$ cat config.mk
export PLATFORM = sky130hd
export DESIGN_NAME = lru_tracker
export DESIGN_NICKNAME = d
export VERILOG_FILES = /design/src/hdl/cache_pkg.sv /design/src/hdl/lru_tracker.sv
export VERILOG_INCLUDE_DIRS = /design/src /design/src/hdl
export SDC_FILE = /design/constraint.sdc
export NUM_CORES = 1
export LEC_CHECK = 0
export ABC_AREA = 0
export ABC_CLOCK_PERIOD_IN_PS = 2500
export BUFFER_PORTS_ARGS = -buffer_cell sky130_fd_sc_hd__buf_2
export CORE_MARGIN = 8
export CORE_UTILIZATION = 30
export CTS_BUF_LIST = sky130_fd_sc_hd__clkbuf_8
export CTS_CLUSTER_DIAMETER = 60
export DETAILED_ROUTE_END_ITERATION = 10
export PLACE_DENSITY = 0.46
export SLEW_MARGIN = 20
export SYNTH_ARGS = -nofsm -noshare
export SYNTH_HDL_FRONTEND = slang
export SYNTH_SLANG_ARGS = --single-unit
$ cat constraint.sdc
create_clock -name clk -period 2.5 [get_ports clk]
set_input_delay 0 -clock clk [delete_from_list [all_inputs] [get_ports clk]]
set_output_delay 0 -clock clk [all_outputs]
set_load 0.005 [all_outputs]
$ cat src/hdl/cache_consts.svh
// Sizes are fixed for a 4-line cache of 16-byte lines; memory keeps only the low 8 tag bits
`ifndef CACHE_CONSTS_SVH
`define CACHE_CONSTS_SVH

// Requester address and data word
`define CACHE_ADDR_WIDTH 32
`define CACHE_WORD_WIDTH 32

// Line geometry
`define CACHE_WORDS_PER_LINE 4
`define CACHE_NUM_LINES 4
`define CACHE_BYTE_OFS_WIDTH 2
`define CACHE_WORD_OFS_WIDTH 2
`define CACHE_TAG_WIDTH (`CACHE_ADDR_WIDTH - `CACHE_BYTE_OFS_WIDTH - `CACHE_WORD_OFS_WIDTH)
`define CACHE_LINE_WIDTH (`CACHE_WORD_WIDTH * `CACHE_WORDS_PER_LINE)

// Backing store, tag bits above the index alias onto the same line
`define MEM_LINES 256
`define MEM_INDEX_WIDTH 8

// Cycles from read strobe to rvalid
`define MEM_READ_LATENCY 3

`endif

$ cat src/hdl/cache_pkg.sv
// Requester-side types; op encoding is write = 0, read = 1
`default_nettype none

`include "cache_consts.svh"

package cache_pkg;

    // Requested operation
    typedef enum logic {
        OP_WRITE = 1'b0,
        OP_READ  = 1'b1
    } cache_op_e;

    // One access, sampled with the access pulse
    typedef struct packed {
        logic [`CACHE_ADDR_WIDTH-1:0] addr;
        logic [`CACHE_WORD_WIDTH-1:0] wdata;
        cache_op_e                    op;
        // Byte access uses wdata[7:0] only
        logic                         byte_op;
    } cache_req_t;

    // Result, valid from done until the next done
    typedef struct packed {
        logic [`CACHE_WORD_WIDTH-1:0] rdata;
        logic                         hit;
        logic                         miss;
    } cache_resp_t;

    // Blocking controller FSM
    typedef enum logic [2:0] {
        IDLE      = 3'd0,
        LOOKUP    = 3'd1,
        WRITEBACK = 3'd2,
        FILL_WAIT = 3'd3,
        COMPLETE  = 3'd4
    } ctrl_state_e;

    // LRU age, 3 is most recent
    typedef logic [1:0] lru_count_t;

    // Line number inside the cache
    typedef logic [1:0] line_idx_t;

endpackage

`default_nettype wire

$ cat src/hdl/lru_tracker.sv
// Counters stay a permutation of 0..3; victim is combinational from the current counters
`timescale 1ns/100ps
`default_nettype none

`include "cache_consts.svh"

module lru_tracker (
    input  logic                 clk,
    input  logic                 reset,
    input  logic                 touch,
    input  cache_pkg::line_idx_t touch_line,
    output cache_pkg::line_idx_t victim
);

    // Age per line, 0 is least recent
    cache_pkg::lru_count_t count [`CACHE_NUM_LINES];

    // Which ages are present, for the permutation check
    logic [`CACHE_NUM_LINES-1:0] seen;

    always_ff @(posedge clk or posedge reset) begin
        if (reset) begin
            // Line i starts with age i, so line 0 goes first
            for (int i = 0; i < `CACHE_NUM_LINES; i++) begin
                count[i] <= cache_pkg::lru_count_t'(i);
            end
        end else if (touch) begin
            for (int i = 0; i < `CACHE_NUM_LINES; i++) begin
                if (i == int'(touch_line)) begin
                    // Touched line becomes most recent
                    count[i] <= cache_pkg::lru_count_t'(`CACHE_NUM_LINES - 1);
                end else if (count[i] > count[touch_line]) begin
                    // Younger lines slide down one step
                    count[i] <= count[i] - 1'b1;
                end
            end
        end
    end

    // Victim is the line aged 0
    always_comb begin
        victim = '0;
        for (int i = 0; i < `CACHE_NUM_LINES; i++) begin
            if (count[i] == '0) begin
                victim = cache_pkg::line_idx_t'(i);
            end
        end
    end

    always_comb begin
        seen = '0;
        for (int i = 0; i < `CACHE_NUM_LINES; i++) begin
            seen[count[i]] = 1'b1;
        end
    end

    // Every age appears once, across any sequence of touches
    assert property (@(posedge clk) disable iff (reset) &seen)
        else $error("lru_tracker: counters are not a permutation");

endmodule

`default_nettype wire

=== Yosys cells after proc, flatten, opt, wreduce, memory -nomap -nowiden ===
Cells that the tools add are included.

* Mux-type cells: 14
* Bitwise operators: 1
* $lt $le $gt $ge: 5
* Add/subtract/negate cells: 4
* Reduce and logical (&&, ||, !) cells: 12
* Equal/unequal tests: 3

{| class="wikitable"
|+ Operators by type and width
! operator !! count
|-
| $mux W2 || 12
|-
| $gt A2 B2 Y1 || 4
|-
| $logic_not A2 Y1 || 4
|-
| $reduce_and A2 Y1 || 4
|-
| $reduce_bool A2 Y1 || 4
|-
| $sub A2 B1 Y2 const B || 4
|-
| $bmux W2 S2 || 1
|-
| $eq A2 B2 Y1 const A || 2
|-
| $ge A3 B3 Y1 const B || 1
|-
| $not A2 Y3 || 1
|-
| $eq A1 B2 Y1 const A || 1
|-
| $mux W1 || 1
|}

* Output and inout bits: 2
* Register bits: 8
* Word-level logic and storage cells: 43

=== Depth between registers and ports, before layout ===
Gate-level depths: netlist of the first run.

* Word-level depth: 7
* Gate-level depth with buffers: 7
* Depth with buffers taken out: 6

=== Least setup slack after synthesis of the first run ===
No wires, ideal clock.

* Path kind: flip-flop to flip-flop
* Start point: register count[5] (netlist name)
* End point: register count[4] (netlist name)
* Setup time: 75 ps
* Buffers on the path: 0
* Arrival: 1744 ps
* Stages on the path, launching flop included: 7
* Setup slack: 681 ps
* Cells stage by stage: dfrtp_1 > mux4_2 > inv_1 > ha_1 > nor2b_1 > o211ai_1 > mux2i_1

* Cells in the longest elaborated chain, start to end: 6

{| class="wikitable"
|+ RTL lines
! item !! line !! RTL
|-
| start, declared || lru_tracker.sv:16 || <nowiki>cache_pkg::lru_count_t count [`CACHE_NUM_LINES];</nowiki>
|-
| start signal, assigned by index || lru_tracker.sv:25 || <nowiki>count[i] <= cache_pkg::lru_count_t'(i);</nowiki>
|-
| start signal, assigned by index || lru_tracker.sv:31 || <nowiki>count[i] <= cache_pkg::lru_count_t'(`CACHE_NUM_LINES - 1);</nowiki>
|-
| start signal, assigned by index || lru_tracker.sv:34 || <nowiki>count[i] <= count[i] - 1'b1;</nowiki>
|-
| $bmux W2 S2 || lru_tracker.sv:32 || <nowiki>end else if (count[i] > count[touch_line]) begin</nowiki>
|-
| $mux W2 (implied by the code) (2 in a row) || lru_tracker.sv:32 ||
|-
| $gt A2 B2 Y1 (*) || lru_tracker.sv:32 ||
|-
| $reduce_bool A2 Y1 (no source line) (*) || n/a ||
|-
| $reduce_and A2 Y1 (no source line) (*) || n/a ||
|}

Mark *: on every way between the ends. The rest lies on a longest branch, timed or not. The select of a mux whose other input is x is not followed.
A chain may end at the register's enable or synchronous reset.

=== Final worst setup path of the first run ===
* Start point: register count[7] (netlist name)
* End point: register count[5] (netlist name)

* Cells in the longest elaborated chain, start to end: 6

{| class="wikitable"
|+ RTL lines
! item !! line
|-
| $bmux W2 S2 || lru_tracker.sv:32
|-
| $mux W2 (implied by the code) (2 in a row) || lru_tracker.sv:32
|-
| $gt A2 B2 Y1 || lru_tracker.sv:32
|-
| $reduce_bool A2 Y1 (no source line) || n/a
|-
| $reduce_and A2 Y1 (no source line) || n/a
|}

Every way passes these cells. The select of a mux whose other input is x is not followed.

==> results of run 1 <==
==> per-stage QoR <==
step           utilization [%]  cell area [um2]  instances
2_1_floorplan                -              759         82
3_3_place_gp              33.1              806        115
3_5_place_dp              33.1              806        115
4_1_cts                   35.4              861        120
5_1_grt                   35.4              861        120
6_report                  35.4              861        120
==> power groups by stage <==
stage	combinational, uW	clock [uW]	sequential (uW)
2_1_floorplan	478	0	247
3_5_place_dp	591	0	269
5_1_grt	697	170	276
4_1_cts	596	162	267
6_report	586	158	266
3_3_place_gp	584	0	269
==> layout make-up <==
cell class | instances | area (um2)
clock buffers | 3 | 41.3
well taps | 30 | 37.5
repair buffers | 7 | 40.0
multi-input cells | 60 | 492
flip-flops and latches | 8 | 205
clock inverters | 1 | 3.75
fillers | 262 | 1570
inverters | 11 | 41.3
==> cell families after synthesis <==
kind of cell	after synthesis
fa+ha+maj	11
compound gates	19
simple gates	22
mux	8
buf+inv	14
flops	8
==> placed cells by master (no fill, tap or decap), drive strengths merged <==
| cell | count |
|---|---|
| nand2 | 4 |
| nand2b | 1 |
| a21oi | 4 |
| a21o | 1 |
| a311oi | 2 |
| a21boi | 1 |
| and2b | 1 |
| dlygate4sd3 | 1 |
| buf | 6 |
| o2111a | 2 |
| ha | 11 |
| or2 | 1 |
| nor2b | 6 |
| o211ai | 4 |
| dfrtp | 4 |
| nor2 | 5 |
| dfstp | 4 |
| mux4 | 2 |
| o21ai | 3 |
| mux2i | 6 |
| a31oi | 2 |
| inv | 12 |
| clkbuf | 3 |
| and2 | 4 |
==> layer usage <==
metal  wire length, um  share of wire, %  up-vias  global-route usage [%]
met5                 0                 0        -                       0
met3                44               2.9        2                    3.56
met2               712                46        4                    12.8
met1               776                50      282                    10.4
met4                 8              0.52        0                    1.60
li1                  -                 -      304                       -
==> worst max-delay path: stages (launching register included) <==
cell      delay [ns]
dfrtp_1         0.41
mux4_2          0.45
inv_1           0.14
ha_1            0.26
nor2b_1         0.13
o211ai_1        0.28
mux2i_1         0.23
==> final timing paths <==
path | from | end | slack [ns] | depth (start not counted)
worst max-delay path | count[7] | count[5] | 0.52 | 6
max in group asynchronous | reset | count[0] | 1.93 | 3
worst max register to register | count[7] | count[5] | 0.52 | 6
min in group asynchronous | reset | count[7] | 0.27 | 3
worst min register to register | count[0] | count[0] | 0.53 | 2
worst min-delay path | touch_line[0] | count[0] | 0.14 | 3
==> timing repair <==
item | in CTS | in global routing
hold buffers | 1 | 0
setup buffers | 0 | 0
endpoints found under the hold margin | 4 | 0
==> impl_metrics.csv, run 1 <==
group,metric,value,unit
critical_path,crit_path_end_kind,"register",
sta,fin_setup_tns,0,ns
detailed_routing,wl,1.54,mm
yosys,synth_cell_types,23,
power_and_ir_drop,power.density,1170,mW/mm2
yosys,synth_area_leader_cell,"ha_1",
sta,slew-limit-headroom,77.5,%
clocking,root_buffer,"clkbuf_8",
power_and_ir_drop,leakage,0.000456,uW
sta,finalCritPeriodShare,79.3,%
sta,hold_viol_final,0,
yosys,syn_nets,98,
sta,setup_slack,0.518,ns
cells_and_area,n_antenna_cell,0,
yosys,syn_area_per_cell,9.26,um2
yosys,postSynth.asyncResetShare,100,%
yosys,synth_compound_area_share,17.5,%
yosys,synth_seq_cells,8,
job,cap_violations,0,
clocking,clock_sinks,8,
clocking,cts_buffer_depth,2,
cells_and_area,syn_to_final_growth,13.3,%
placement,routabilityCongestion,0.728,
sta,slew_violations,0,
sta,finalSetupViolCount,0,
placement,placement.io_buffers,6,
yosys,yosysSeqAreaShare,27.0,%
power_and_ir_drop,power_frac_clock,15.6,%
grt,grt_max_degree,15,
critical_path,crit_type,"register to register",
floorplanning,rows,18,
run_status,status,"completed",
yosys,synthCells,82,
grt,grt_pass1_wl,2.80,mm
critical_path,worstPathArrival,2.13,ns
floorplanning,start_util,31.2,%
cells_and_area,top_register,"count",
sta,skew,0.00182,ns
placement,pre_cts_ws,0.513,ns
sta,grt_setup_unrepaired,"false",
sta,min_period,1.98,ns
yosys,yosys_most_used_dff,"dfstp_2",
yosys,synth-adder-area-share,18.1,%
critical_path,required,2.65,ns
power_and_ir_drop,pwr-share-comb,58.0,%
min_path,hold_path_class,"input port to register",
yosys,synth_edf_count,0,
power_and_ir_drop,p_sw,409,uW
yosys,yosysWarnings,0,
clocking,numCtsBuffers,3,
yosys,synth_area_leaders,"ha_1, dfstp_2, dfrtp_1, mux2i_1, mux4_2",
clocking,cts_tree,"done",
floorplanning,die_w,66.3,um
sta,worst_slew_pin_slew,0.337,ns
critical_path,cp_max_fo,4,
grt,antenna_found_initial,0,
power_and_ir_drop,max-vdd-ir-drop,0.783,mV
yosys,synth_top_area_share,18.1,%
grt,gr-usage-all-layers,8.28,%
detailed_routing,avgRoutedWirePerCell,12.9,um
yosys,synth-xor-area-share,0,%
floorplanning,die_h,66.3,um
power_and_ir_drop,p_seq_share,26.4,%
power_and_ir_drop,total_power,1010,uW
clocking,insertion_delay,0.23,ns
cells_and_area,drive_gt1_share,17.8,%
clocking,ctsResizeCount,0,
detailed_routing,viasPerCell,4.93,
detailed_routing,drcViolationCount,0,
detailed_routing,postRouteAntennaNets,0,
grt,first_global_vias,603,
yosys,muxShareOfSynthArea,13.8,%
floorplanning,io_pins,7,
clocking,htree_levels,1,
clocking,clk_pin_slew,0.04,ns
yosys,synthTopCellsByCount,"ha_1, inv_1, mux2i_1, nor2b_1, nor2_1",
detailed_routing,drtPass1Iterations,2,
floorplanning,die_area,0.00440,mm2
placement,hpwlAfterDp,1.22,mm
detailed_routing,dr.first_iter.drc_count,35,
grt,grt-ovfl-total,0,
floorplanning,floorplan.core_area,0.00243,mm2
cells_and_area,top_regs,"count: 8 flops",
yosys,syn-cell-area,759,um2
power_and_ir_drop,p_int,601,uW
detailed_routing,vias,592,
sta,hold_slack,0.136,ns
power_and_ir_drop,switching_share,40.5,%
yosys,synth-simple-area-share,15.3,%
yosys,synth_top_family_by_area,"adder cells",
cells_and_area,nets,107,
sta,clock.fmax,505,MHz
critical_path,worstSetupStartpointType,"register",
cells_and_area,largest_reg_flops,8,
Power figures use the tool's default switching activity.
==> run 2: changes to the inputs <==
Settings changed: ABC_CLOCK_PERIOD_IN_PS 2500 to 1900.
Clock period 2.5 ns to 1.9 ns, I/O delays scaled along.
==> run 2 against run 1 <==
Effect of this change: power rose by 65%; critical path depth unchanged; clock-buffer cell count unchanged; non-clock buffer count increased by 7.
==> impl_metrics.csv, run 2 (same netlist as run 1, synthesis figures left out) <==
group,metric,value,unit
cells_and_area,top_regs,"count: 8 flops",
sta,slew-limit-headroom,75.2,%
detailed_routing,wl,1.87,mm
grt,grt.busiest_layer,"met2",
cells_and_area,nFillCells,241,
floorplanning,die_h,66.3,um
min_path,min_path_cells,3,
sta,clock.fmax,528,MHz
critical_path,required,2.04,ns
cells_and_area,n_antenna_cell,0,
detailed_routing,drcViolationCount,0,
sta,slew_violations,0,
cells_and_area,layout_common_cells,"inv_1, ha_1, buf_4",
min_path,min_to,"count[2]",
critical_path,worstReg2RegEnd,"count[2]",
floorplanning,io_pins,7,
floorplanning,start_util,31.2,%
floorplanning,floorplan.core_area,0.00243,mm2
critical_path,crit_type,"register to register",
sta,grt_setup_unrepaired,"true",
floorplanning,die_w,66.3,um
grt,grt_pass1_wl,3.01,mm
critical_path,crit_path_end_kind,"register",
power_and_ir_drop,leakage,0.000510,uW
cells_and_area,mostFrequentLayoutCell,"inv_1",
detailed_routing,postRouteAntennaNets,0,
critical_path,worstPathArrival,2.03,ns
clocking,root_buffer,"clkbuf_8",
clocking,insertion_delay,0.24,ns
clocking,numCtsBuffers,3,
critical_path,reg2reg_from,"count[7]",
placement,routabilityCongestion,0.689,
sta,skew,0.00641,ns
min_path,hp-start,"touch",
critical_path,worstSetupStartpoint,"count[7]",
grt,met1_usage,12.3,%
clocking,cts_tree,"done",
critical_path,ff2ff_path_depth,6,
critical_path,worstSetupStartpointType,"register",
grt,antenna_found_initial,0,
job,cap_violations,0,
sta,fin_setup_tns,0,ns
sta,finalCritPeriodShare,99.6,%
cells_and_area,syn_to_final_growth,31.8,%
min_path,hold_path_class,"input port to register",
run_status,status,"completed",
sta,worst_slew_pin_slew,0.371,ns
floorplanning,rows,18,
clocking,clock_sinks,8,
sta,min_period,1.89,ns
grt,first_global_vias,611,
cells_and_area,final_cell_area,0.00100,mm2
cells_and_area,fin_util,41.2,%
grt,grt-ovfl-total,0,
placement,dp.cells,121,
clocking,clk_pin_slew,0.05,ns
floorplanning,die_area,0.00440,mm2
critical_path,cp_max_fo,4,
detailed_routing,avgRoutedWirePerCell,14.7,um
detailed_routing,drtPass1Iterations,4,
sta,hold_viol_final,0,
cells_and_area,final_cells,127,
power_and_ir_drop,power.density,1670,mW/mm2
placement,hpwlAfterDp,1.32,mm
cells_and_area,nets,114,
cells_and_area,largest_reg_flops,8,
detailed_routing,viasPerCell,5.01,
cells_and_area,top_register,"count",
cells_and_area,drive_gt1_share,34.0,%
placement,dpl_cell_area,851,um2
clocking,cts_buffer_depth,2,
detailed_routing,dr.first_iter.drc_count,20,
critical_path,r2r_slack,0.007,ns
grt,grt_max_degree,15,
grt,use_met3,3.56,%
sta,finalSetupViolCount,0,
detailed_routing,vias,636,
grt,met2_usage,12.7,%
clocking,htree_levels,1,
grt,gr-usage-all-layers,8.91,%
placement,placement.io_buffers,6,
power_and_ir_drop,max-vdd-ir-drop,1.10,mV
==> run 2: cell count changes in the layout (fill, tap and decap cells not counted), sizes merged <==
cell    previous run  this run
inv               12        11
clkinv             0         1
buf                6        13
==> run 2: per-layer routing <==
metal	share of wire [%]	vias up
li1	-	322
met5	0	-
met2	46	6
met1	50	306
met3	3.2	2
met4	0.43	0
==> run 2: how the worst max path moves through the flow <==
stage,endpoint,slack [ns],cells after the start
after global placement,count[5],-0.03,6
after CTS,count[0],-0.007,6
after detailed placement,count[4],-0.07,6
final,count[2],0.007,6
after floorplan,count[4],0.08,6
after global routing,count[2],-0.11,6
==> run 2: area by class of cell <==
cell class	count	area [um2]	share of cell area, %
multi-input combinational	60	574	57.4
sequential	8	205	20.5
timing repair buffer	14	92.6	9.25
inverter	11	46.3	4.63
clock buffer	3	41.3	4.13
tap	30	37.5	3.75
clock inverter	1	3.75	0.375
==> run 2: through the flow <==
step,total power (uW),setup WS [ns],hold WS [ns]
4_1_cts,1450,-0.00745,0.152
3_5_place_dp,1190,-0.0713,-0.0101
6_report,1670,0.00710,0.172
5_1_grt,1850,-0.108,0.208
2_1_floorplan,954,0.0807,-0.187
3_3_place_gp,1180,-0.0337,-0.00981
==> run 2: timing repair <==
action,in CTS,in global routing
endpoints found under the hold margin,4,0
buffers inserted,1,0
hold buffers,1,0
gates resized for setup,1,15
cloned,0,0
endpoints found under the setup margin,6,8
pin swaps,1,6
==> run 2: where the power goes <==
group	internal, uW	leakage (uW)	switching (uW)
logic	582	0.000399	530
clock network	142	0.0000269	84.4
registers	276	0.0000842	55.2
total	1000	0.000510	670
==> run 2: critical path: stages, from the launching register on <==
cell	delay, ns
dfrtp_1	0.38
mux4_2	0.49
clkinv_4	0.11
ha_4	0.20
nor2b_4	0.12
o2111a_1	0.22
a311oi_1	0.25
