[config.mk]
export PLATFORM = sky130hd
export DESIGN_NAME = tag_match
export DESIGN_NICKNAME = d
export VERILOG_FILES = /design/src/hdl/cache_pkg.sv /design/src/hdl/tag_match.sv
export VERILOG_INCLUDE_DIRS = /design/src /design/src/hdl
export SDC_FILE = /design/constraint.sdc
export NUM_CORES = 1
export LEC_CHECK = 0
export BUFFER_PORTS_ARGS = -buffer_cell sky130_fd_sc_hd__buf_2
export CELL_PAD_IN_SITES_DETAIL_PLACEMENT = 1
export CELL_PAD_IN_SITES_GLOBAL_PLACEMENT = 1
export CORE_ASPECT_RATIO = 1.4
export CORE_MARGIN = 10
export CORE_UTILIZATION = 23
export DETAILED_ROUTE_END_ITERATION = 8
export PLACE_DENSITY = 0.91
export SKIP_LAST_GASP = 1
export SYNTH_ARGS = -nofsm -noshare
export SYNTH_HDL_FRONTEND = slang
export SYNTH_SLANG_ARGS = --single-unit
[constraint.sdc]
create_clock -name vclk -period 2
set_input_delay 0.1 -clock vclk [all_inputs]
set_output_delay 0.1 -clock vclk [all_outputs]
set_load 0.02 [all_outputs]
[src/hdl/cache_consts.svh]
// Sizes are fixed for a 4-line cache of 16-byte lines; memory keeps only the low 8 tag bits
`ifndef CACHE_CONSTS_SVH
`define CACHE_CONSTS_SVH

// Requester address and data word
`define CACHE_ADDR_WIDTH 32
`define CACHE_WORD_WIDTH 32

// Line geometry
`define CACHE_WORDS_PER_LINE 4
`define CACHE_NUM_LINES 4
`define CACHE_BYTE_OFS_WIDTH 2
`define CACHE_WORD_OFS_WIDTH 2
`define CACHE_TAG_WIDTH (`CACHE_ADDR_WIDTH - `CACHE_BYTE_OFS_WIDTH - `CACHE_WORD_OFS_WIDTH)
`define CACHE_LINE_WIDTH (`CACHE_WORD_WIDTH * `CACHE_WORDS_PER_LINE)

// Backing store, tag bits above the index alias onto the same line
`define MEM_LINES 256
`define MEM_INDEX_WIDTH 8

// Cycles from read strobe to rvalid
`define MEM_READ_LATENCY 3

`endif

[src/hdl/cache_pkg.sv]
// Requester-side types; op encoding is write = 0, read = 1
`default_nettype none

`include "cache_consts.svh"

package cache_pkg;

    // Requested operation
    typedef enum logic {
        OP_WRITE = 1'b0,
        OP_READ  = 1'b1
    } cache_op_e;

    // One access, sampled with the access pulse
    typedef struct packed {
        logic [`CACHE_ADDR_WIDTH-1:0] addr;
        logic [`CACHE_WORD_WIDTH-1:0] wdata;
        cache_op_e                    op;
        // Byte access uses wdata[7:0] only
        logic                         byte_op;
    } cache_req_t;

    // Result, valid from done until the next done
    typedef struct packed {
        logic [`CACHE_WORD_WIDTH-1:0] rdata;
        logic                         hit;
        logic                         miss;
    } cache_resp_t;

    // Blocking controller FSM
    typedef enum logic [2:0] {
        IDLE      = 3'd0,
        LOOKUP    = 3'd1,
        WRITEBACK = 3'd2,
        FILL_WAIT = 3'd3,
        COMPLETE  = 3'd4
    } ctrl_state_e;

    // LRU age, 3 is most recent
    typedef logic [1:0] lru_count_t;

    // Line number inside the cache
    typedef logic [1:0] line_idx_t;

endpackage

`default_nettype wire

[src/hdl/tag_match.sv]
// Purely combinational; assumes the controller never holds two valid lines with one tag
`timescale 1ns/100ps
`default_nettype none

`include "cache_consts.svh"

module tag_match (
    input  logic [`CACHE_TAG_WIDTH-1:0]                      tag,
    input  logic [`CACHE_NUM_LINES-1:0][`CACHE_TAG_WIDTH-1:0] stored_tags,
    input  logic [`CACHE_NUM_LINES-1:0]                      valid,
    output logic                                             hit_any,
    output cache_pkg::line_idx_t                             hit_line
);

    // One comparator per line
    logic [`CACHE_NUM_LINES-1:0] match;

    for (genvar i = 0; i < `CACHE_NUM_LINES; i++) begin : g_cmp
        // Invalid lines never match, whatever their stale tag
        assign match[i] = valid[i] && (stored_tags[i] == tag);
    end

    assign hit_any = |match;

    // Priority encoder, lowest index wins
    always_comb begin
        hit_line = '0;
        for (int i = `CACHE_NUM_LINES - 1; i >= 0; i--) begin
            if (match[i]) begin
                hit_line = cache_pkg::line_idx_t'(i);
            end
        end
    end

    // Fills only happen on a miss, so a tag lives in one line at most
    always_comb begin
        assert ($onehot0(match))
            else $error("tag_match: tag %h matches lines %b", tag, match);
    end

endmodule

`default_nettype wire

# Yosys cells after proc, flatten, opt, wreduce, memory -nomap -nowiden
# Cells that the tools add are included.
[totals] latch_bits=0 word_cells=13 regBits=0 rom_bits=0 output_inout_bits=3 memories=0 mem_bits_rw=0
[classes] n_reduce_logical=5 shifts=0 add_sub_neg=0 magnitude_cmp=0 mul=0 n_bitwise=0 div_mod_pow=0 eq_ne=4 mux=4
[op_table] cell="28-bit equality test" n=4
[op_table] cell="2-bit two-way mux" n=4
[op_table] cell="1-bit logical AND" n=4
[op_table] cell="4-bit OR reduction" n=1

# Longest topological paths before layout
# Gate-level depths: netlist of run 1.
[logic_depth] ltp_word=6 mapped_depth=6 ltp_nobuf=5

# Worst setup path after synthesis of run 1
# No wires, ideal clock.
[synth_path] kind="input-to-output" from="in tag[25]" to="out hit_line[1]" cell_stages=6 arrival_time_ns=1.683 required_time_ns=1.900 setup_slack_ns=0.217 n_path_buf=1 cell_sequence="clkbuf_1 > xnor2_1 > nand4_1 > or4_1 > or2_1 > a221oi_2"
[synth_between] elab_chain_cells=6 word_cells_on_any_way=12 classes_between="eq/ne: 4; mux: 4; reduce/logical: 4"
[synth_lines] element="from (decl)" line="tag_match.sv:8" rtl="input logic [`CACHE_TAG_WIDTH-1:0] tag,"
[synth_lines] element="28-bit equality test" line="tag_match.sv:20" rtl="assign match[i] = valid[i] && (stored_tags[i] == tag);"
[synth_lines] element="1-bit logical AND" line="tag_match.sv:20"
[synth_lines] element="2-bit two-way mux (3 in a row)" line="tag_match.sv:29" rtl="if (match[i]) begin"
[synth_lines] element="2-bit two-way mux (*)" line="tag_match.sv:29"
[synth_lines] element="to (decl)" line="tag_match.sv:12" rtl="output cache_pkg::line_idx_t hit_line"
# Mark *: on every way between the ends. The rest lies on a longest branch, timed or not.

# Final worst setup path of run 1
[layout_path] from="in tag[6]" to="out hit_line[1]"
# Same word-level chain as after synthesis.

==> qor.csv, run 1 <==
stage,metric,value,unit
timing,worst_slew_pin_slew,0.396,ns
worst_setup_path,crit_path_end_kind,primary output,
floorplanning,io-pin-count,147,
yosys,yosys.cell_types.count,20,
worst_setup_path,worst-path-stages,7,
global_routing,gr-max-usage-layer,met2,
timing,maxSlewViolCount,0,
hold_path,hold_path.class,primary input to primary output,
floorplanning,die_height,112,um
floorplanning,core_area,0.00582,mm2
timing,timing_hold_violations_final,0,
detailed_routing,totalWireLength,7.60,mm
yosys,net_count_synth,316,
global_routing,number_of_antenna_violations_at_the_first_check_in_global_routing,1,
detailed_routing,avgRoutedWirePerCell,19.5,um
status,run_status,"complete, no violations",
worst_setup_path,worst_path_largest_cell_delay,0.56,ns
yosys,post_synth_instance_area,0.00138,mm2
clock_network,cts_hold_buf,0,
worst_setup_path,path_cells,buf_2 -> xnor2_1 -> nand4_1 -> or4_4 -> or2_1 -> a221oi_2 -> buf_4,
power,pwr_density_cell,211,mW/mm2
floorplanning,fp-row-count,33,
detailed_routing,drc_viols,0,
detailed_routing,drt_pre_antenna_iters,2,
yosys,share_of_the_yosys_chip_area_belonging_to_registers,0,%
detailed_routing,routed_via_density,4.54,
yosys,synthCells,172,
cells_and_area,area_growth,62.4,%
global_routing,met1_usage,15.2,%
detailed_routing,postRouteAntennaNets,0,
place,globalplace.congestion,0.822,
yosys,avgSynthCellArea,8.02,um2
floorplanning,fp.dieArea,0.00954,mm2
timing,achievable-frequency,528,MHz
power,power.switching,209,uW
place,numPlacedInstances,388,
cells_and_area,nets,464,
floorplanning,chipWidth,85.4,um
timing,setup_tns,0,ns
flow_run,max_cap_violations,0,
worst_setup_path,critPathLaunchType,primary input,
worst_setup_path,worst-setup-path-type,primary input to primary output,
global_routing,grt_pass1_wl,11.3,mm
power,power_frac_clock,0,%
cells_and_area,post_route_cells_drive_above_1_share,51.9,%
worst_setup_path,worst-path-max-fanout,4,
timing,finalWorstPathRequiredPeriod,1.90,ns
global_routing,grt_max_degree,5,
global_routing,grt.overflow.total,0,
global_routing,first_global_vias,2112,
detailed_routing,vias,1767,
clock_network,post_cts_setup_buffer_count,0,
power,power_switching_share,44.2,%
floorplanning,floorplan.initialDensity,23.7,%
cells_and_area,number_of_fill_cells_in_the_layout,760,
worst_setup_path,cp_data_required_time,1.90,ns
cells_and_area,numSequentialCells,0,
timing,final.period_utilization,94.8,%
power,static-leakage-power,0.000992,uW
worst_setup_path,critical_path.top_delay_family,simple AND/OR/NAND/NOR gates,
worst_setup_path,slowest_stage,sky130_fd_sc_hd__or4_4,
global_routing,use_met3,3.87,%
timing,finalSetupViolations,0,
power,power_frac_seq,0,%
detailed_routing,drtIter0Drc,48,
worst_setup_path,setup.worst_path.start,tag[6],
global_routing,grtUsageTotal,14.7,%
global_routing,grt_util_met2,29.4,%
cells_and_area,final-instance-count-excl-fill,389,
worst_setup_path,worst-path-buf-inv,2,
cells_and_area,multiInputGateArea,0.00134,mm2
yosys,yosys_warnings,0,
place,io_buffer_count,147,
power,cellInternalPower,264,uW
cells_and_area,regArea,0,um2
timing,maxSlewHeadroom,73.4,%
power,share_comb_of_total_power,100.0,%
power,power.ir.vdd_worst,0.0712,mV
worst_setup_path,crit_end,hit_line[1],
cells_and_area,clock_buffers,0,
place,dpl.hpwl,7.24,mm
worst_setup_path,critical_path_arrival,1.80,ns
timing,rsz0062_at_grt,no,
[tightest hold or removal path: cells and delay by family]
family	cells	cell delay, ns
AO/OA/AOI/OAI	1	0.07
AND/OR/NAND/NOR	2	0.17
buffers and inverters	2	0.25
[cell families after synthesis]
group	synth area share [%]
and+or+nand+nor	20.9
xor gates and xnor gates	71.6
AOI/OAI and AO/OA	2.00
buffers and inverters	5.54
[per-stage QoR]
step | hold slack [ns] | total power, uW | instance area, um2 | setup WS, ns | util [%]
2_1_floorplan | 0.450 | 238 | 1380 | 0.217 | -
3_3_place_gp | 0.668 | 463 | 2200 | 0.0254 | 37.8
3_5_place_dp | 0.690 | 472 | 2200 | -0.0245 | 37.8
4_1_cts | 0.692 | 479 | 2220 | 0.00916 | 38.1
5_1_grt | 0.779 | 520 | 2240 | 0.00203 | 38.5
6_report | 0.693 | 473 | 2240 | 0.105 | 38.5
[cells in the mapped netlist (all sizes together)]
master | n | area [um2]
a221oi | 1 | 15.0
nor3 | 1 | 5.00
or4 | 2 | 15.0
nand3 | 3 | 15.0
nand4 | 22 | 138
nand4b | 1 | 8.76
and3 | 1 | 6.26
xnor2 | 92 | 821
or2 | 1 | 6.26
nand2 | 5 | 18.8
nand2b | 2 | 12.5
buf | 8 | 65.1
clkbuf | 3 | 11.3
nor4 | 9 | 62.6
xor2 | 19 | 166
o211ai | 1 | 7.51
a21oi | 1 | 5.00
[layer usage]
| metal | wire length (um) | up-vias | share of wire (%) |
|---|---|---|---|
| met5 | 0 | - | 0 |
| met4 | 46 | 0 | 0.61 |
| met3 | 600 | 4 | 7.9 |
| met2 | 4150 | 86 | 55 |
| met1 | 2800 | 798 | 37 |
| li1 | - | 879 | - |
[cell usage in the layout (no fill, tap or decap), drive strengths merged]
master,Yosys,layout
buf,8,157
nand2,5,5
nand4b,1,1
o211ai,1,1
xnor2,92,92
xor2,19,19
diode,0,1
nand2b,2,2
nor4,9,9
nand4,22,22
a221oi,1,1
or4,2,2
a21oi,1,1
nand3,3,3
or2,1,1
and3,1,1
nor3,1,1
[power groups by stage]
stage	registers, uW	logic, uW	clock network, uW
5_1_grt	0	520	0.0000668
3_3_place_gp	0	463	0
4_1_cts	0	479	0
6_report	0	473	0.0000668
3_5_place_dp	0	472	0
2_1_floorplan	0	238	0
[cell type report]
type / instances / share of cell area (%)
antenna: 1 / 0.112
multi-input combinational: 161 / 59.7
tap: 70 / 3.91
timing repair buffer: 157 / 36.3
[how the worst min path moves through the flow]
stage | startpoint | endpoint | slack (ns) | cells after the start
after floorplan | valid[3] | hit_line[1] | 0.45 | 4
after global placement | stored_tags[42] | hit_line[0] | 0.67 | 5
after detailed placement | stored_tags[42] | hit_line[0] | 0.69 | 5
after CTS | stored_tags[42] | hit_line[0] | 0.69 | 5
after global routing | stored_tags[42] | hit_line[0] | 0.78 | 5
final | stored_tags[42] | hit_line[0] | 0.69 | 5
[repair_timing]
item,in CTS,in global routing
pin swaps,0,2
setup endpoints to repair,2,2
gates resized for setup,2,4
Power figures use the tool's default switching activity.
==> run 2, diff against run 1 <==
==> constraint.sdc (replaced) <==
create_clock -name vclk -period 2
set_input_delay 0 -clock vclk [all_inputs]
set_output_delay 0 -clock vclk [all_outputs]
set_load 0.02 [all_outputs]
==> run 2 against run 1 <==
Compared with the run above: global-route usage decreased by 0.12 points; setup slack improved by 0.13 ns; sequential share of layout area unchanged; clock-buffer cell count unchanged; non-clock buffer count decreased by 10; critical path type unchanged; critical endpoint is now hit_any; largest power group unchanged.
==> qor.csv, run 2 (synthesis results as in run 1) <==
stage,metric,value,unit,change
status,run_status,"complete, no violations",,unchanged
timing,setup_tns,0,ns,unchanged
place,dp_worst_setup_slack,0.205,ns,was -0.0245 ns
global_routing,first_global_vias,2081,,was 2112
cells_and_area,numSequentialCells,0,,unchanged
cells_and_area,area_growth,54.2,%,was 62.4%
detailed_routing,m1WireLength,2.76,mm,was 2.80 mm
floorplanning,chipWidth,85.4,um,unchanged
timing,finalWorstPathRequiredPeriod,1.77,ns,was 1.90 ns
worst_setup_path,cp_data_required_time,2.00,ns,was 1.90 ns
flow_run,max_cap_violations,0,,unchanged
floorplanning,die_height,112,um,unchanged
worst_setup_path,worst_path_largest_cell_delay,0.53,ns,was 0.56 ns
worst_setup_path,worst-path-buf-inv,2,,unchanged
cells_and_area,antenna-diode-count,0,,was 1
timing,worst_slew_pin_slew,0.632,ns,was 0.396 ns
worst_setup_path,critical_path.top_delay_family,simple AND/OR/NAND/NOR gates,,unchanged
worst_setup_path,worst-setup-path-type,primary input to primary output,,unchanged
power,static-leakage-power,0.000914,uW,was 0.000992 uW
detailed_routing,totalWireLength,7.48,mm,was 7.60 mm
timing,achievable-frequency,566,MHz,was 528 MHz
cells_and_area,regArea,0,um2,unchanged
power,power.switching,201,uW,was 209 uW
cells_and_area,mostFrequentLayoutCells,"sky130_fd_sc_hd__buf_2 (147), sky130_fd_sc_hd__xnor2_1 (90), sky130_fd_sc_hd__nand4_1 (22)",,"was sky130_fd_sc_hd__buf_2 (146), sky130_fd_sc_hd__xnor2_1 (88), sky130_fd_sc_hd__nand4_1 (22)"
worst_setup_path,critical_path_arrival,1.77,ns,was 1.80 ns
place,dpl.hpwl,7.05,mm,was 7.24 mm
timing,maxSlewViolCount,0,,unchanged
detailed_routing,postRouteAntennaNets,0,,unchanged
worst_setup_path,worst-path-max-fanout,4,,unchanged
power,power.ir.vdd_worst,0.0571,mV,was 0.0712 mV
detailed_routing,avgRoutedWirePerCell,19.8,um,was 19.5 um
cells_and_area,layout.cells.most_common,sky130_fd_sc_hd__buf_2,,unchanged
global_routing,grt_max_degree,6,,was 5
power,power_frac_seq,0,%,about the same
global_routing,grt.overflow.total,0,,unchanged
detailed_routing,drc_viols,0,,unchanged
cells_and_area,nets,454,,was 464
power,power_frac_clock,0,%,about the same
worst_setup_path,slowest_stage,sky130_fd_sc_hd__or4_1,,was sky130_fd_sc_hd__or4_4
power,pwr_density_cell,212,mW/mm2,was 211 mW/mm2
detailed_routing,routed_via_density,4.52,,was 4.54
floorplanning,fp.dieArea,0.00954,mm2,unchanged
clock_network,cts_hold_buf,0,,unchanged
timing,worst_slack,0.232,ns,was 0.105 ns
clock_network,post_cts_setup_buffer_count,0,,unchanged
floorplanning,io-pin-count,147,,unchanged
global_routing,number_of_antenna_violations_at_the_first_check_in_global_routing,0,,was 1
timing,final.period_utilization,88.4,%,was 94.8%
worst_setup_path,critPathLaunchType,primary input,,unchanged
timing,maxSlewHeadroom,57.5,%,was 73.4%
global_routing,grt_pass1_wl,11.2,mm,was 11.3 mm
detailed_routing,met2_wirelength,4.01,mm,was 4.15 mm
detailed_routing,route.top_layer_used,met4,,unchanged
place,io_buffer_count,147,,unchanged
clock_network,ctsResizeCount,0,,was 2
detailed_routing,vias,1708,,was 1767
timing,rsz0062_at_grt,no,,unchanged
floorplanning,fp-row-count,33,,unchanged
floorplanning,floorplan.initialDensity,23.7,%,unchanged
global_routing,grtUsageTotal,14.6,%,was 14.7%
worst_setup_path,crit_path_end_kind,primary output,,unchanged
power,power_switching_share,44.5,%,was 44.2%
floorplanning,core_area,0.00582,mm2,unchanged
hold_path,hold_path.class,primary input to primary output,,unchanged
cells_and_area,clock_buffers,0,,unchanged
detailed_routing,drtIter0Drc,41,,was 48
power,cellInternalPower,250,uW,was 264 uW
timing,timing_hold_violations_final,0,,unchanged
worst_setup_path,cp_common_cell,sky130_fd_sc_hd__buf_2,,
place,globalplace.congestion,0.813,,was 0.822
power,share_comb_of_total_power,100.0,%,about the same
cells_and_area,post_route_cells_drive_above_1_share,49.0,%,was 51.9%
detailed_routing,drt_pre_antenna_iters,4,,was 2
worst_setup_path,path_cells,buf_2 -> xnor2_1 -> nand4_1 -> or4_1 -> nor4_2 -> nand4b_1 -> buf_2,,was buf_2 -> xnor2_1 -> nand4_1 -> or4_4 -> or2_1 -> a221oi_2 -> buf_4
detailed_routing,met3_wirelength_from_detailed_routing,617,um,was 600 um
timing,finalSetupViolations,0,,unchanged
==> run 2: cell count changes in the layout (fill, tap and decap cells not counted), sizes merged <==
cell | before | now
buf | 157 | 147
diode | 1 | 0
==> run 2: worst paths after layout <==
kind                   startpoint          end  depth (start not counted)
hold / removal    stored_tags[42]  hit_line[0]                          5
setup / recovery          tag[27]      hit_any                          7
==> run 2: per-layer routing <==
metal | global-route usage (%) | up-vias
met2 | 28.5 | 86
met3 | 4.16 | 4
li1 | - | 857
met5 | 0 | -
met1 | 15.1 | 761
met4 | 1.54 | 0
==> run 2: layout make-up <==
cell class | count | area (um2)
timing repair buffer | 147 | 736
tap | 70 | 87.6
fill | 766 | 3700
multi-input combinational | 161 | 1300
==> run 2: power by group through the flow <==
| stage | sequential (uW) | combinational [uW] | clock [uW] |
|---|---|---|---|
| finish | 0 | 451 | 0 |
| detailed placement | 0 | 458 | 0 |
| global placement | 0 | 450 | 0 |
| global route | 0 | 498 | 0 |
| CTS | 0 | 461 | 0 |
| floorplan | 0 | 238 | 0 |
==> run 2: per-stage QoR <==
stage | instance area, um2 | hold slack [ns] | total power, uW | util [%] | std cells
floorplan | 1380 | 0.250 | 238 | - | 172
global placement | 2130 | 0.469 | 450 | 36.5 | 378
global route | 2130 | 0.548 | 498 | 36.5 | 378
finish | 2130 | 0.497 | 451 | 36.5 | 378
detailed placement | 2130 | 0.495 | 458 | 36.5 | 378
CTS | 2130 | 0.495 | 461 | 36.5 | 378
==> run 2: worst min-delay path, cell delays in order <==
cell and delay, ns:
sky130_fd_sc_hd__buf_2 0.08, sky130_fd_sc_hd__nand2b_1 0.07, sky130_fd_sc_hd__nand4_1 0.12, sky130_fd_sc_hd__a21oi_1 0.07, sky130_fd_sc_hd__buf_2 0.16
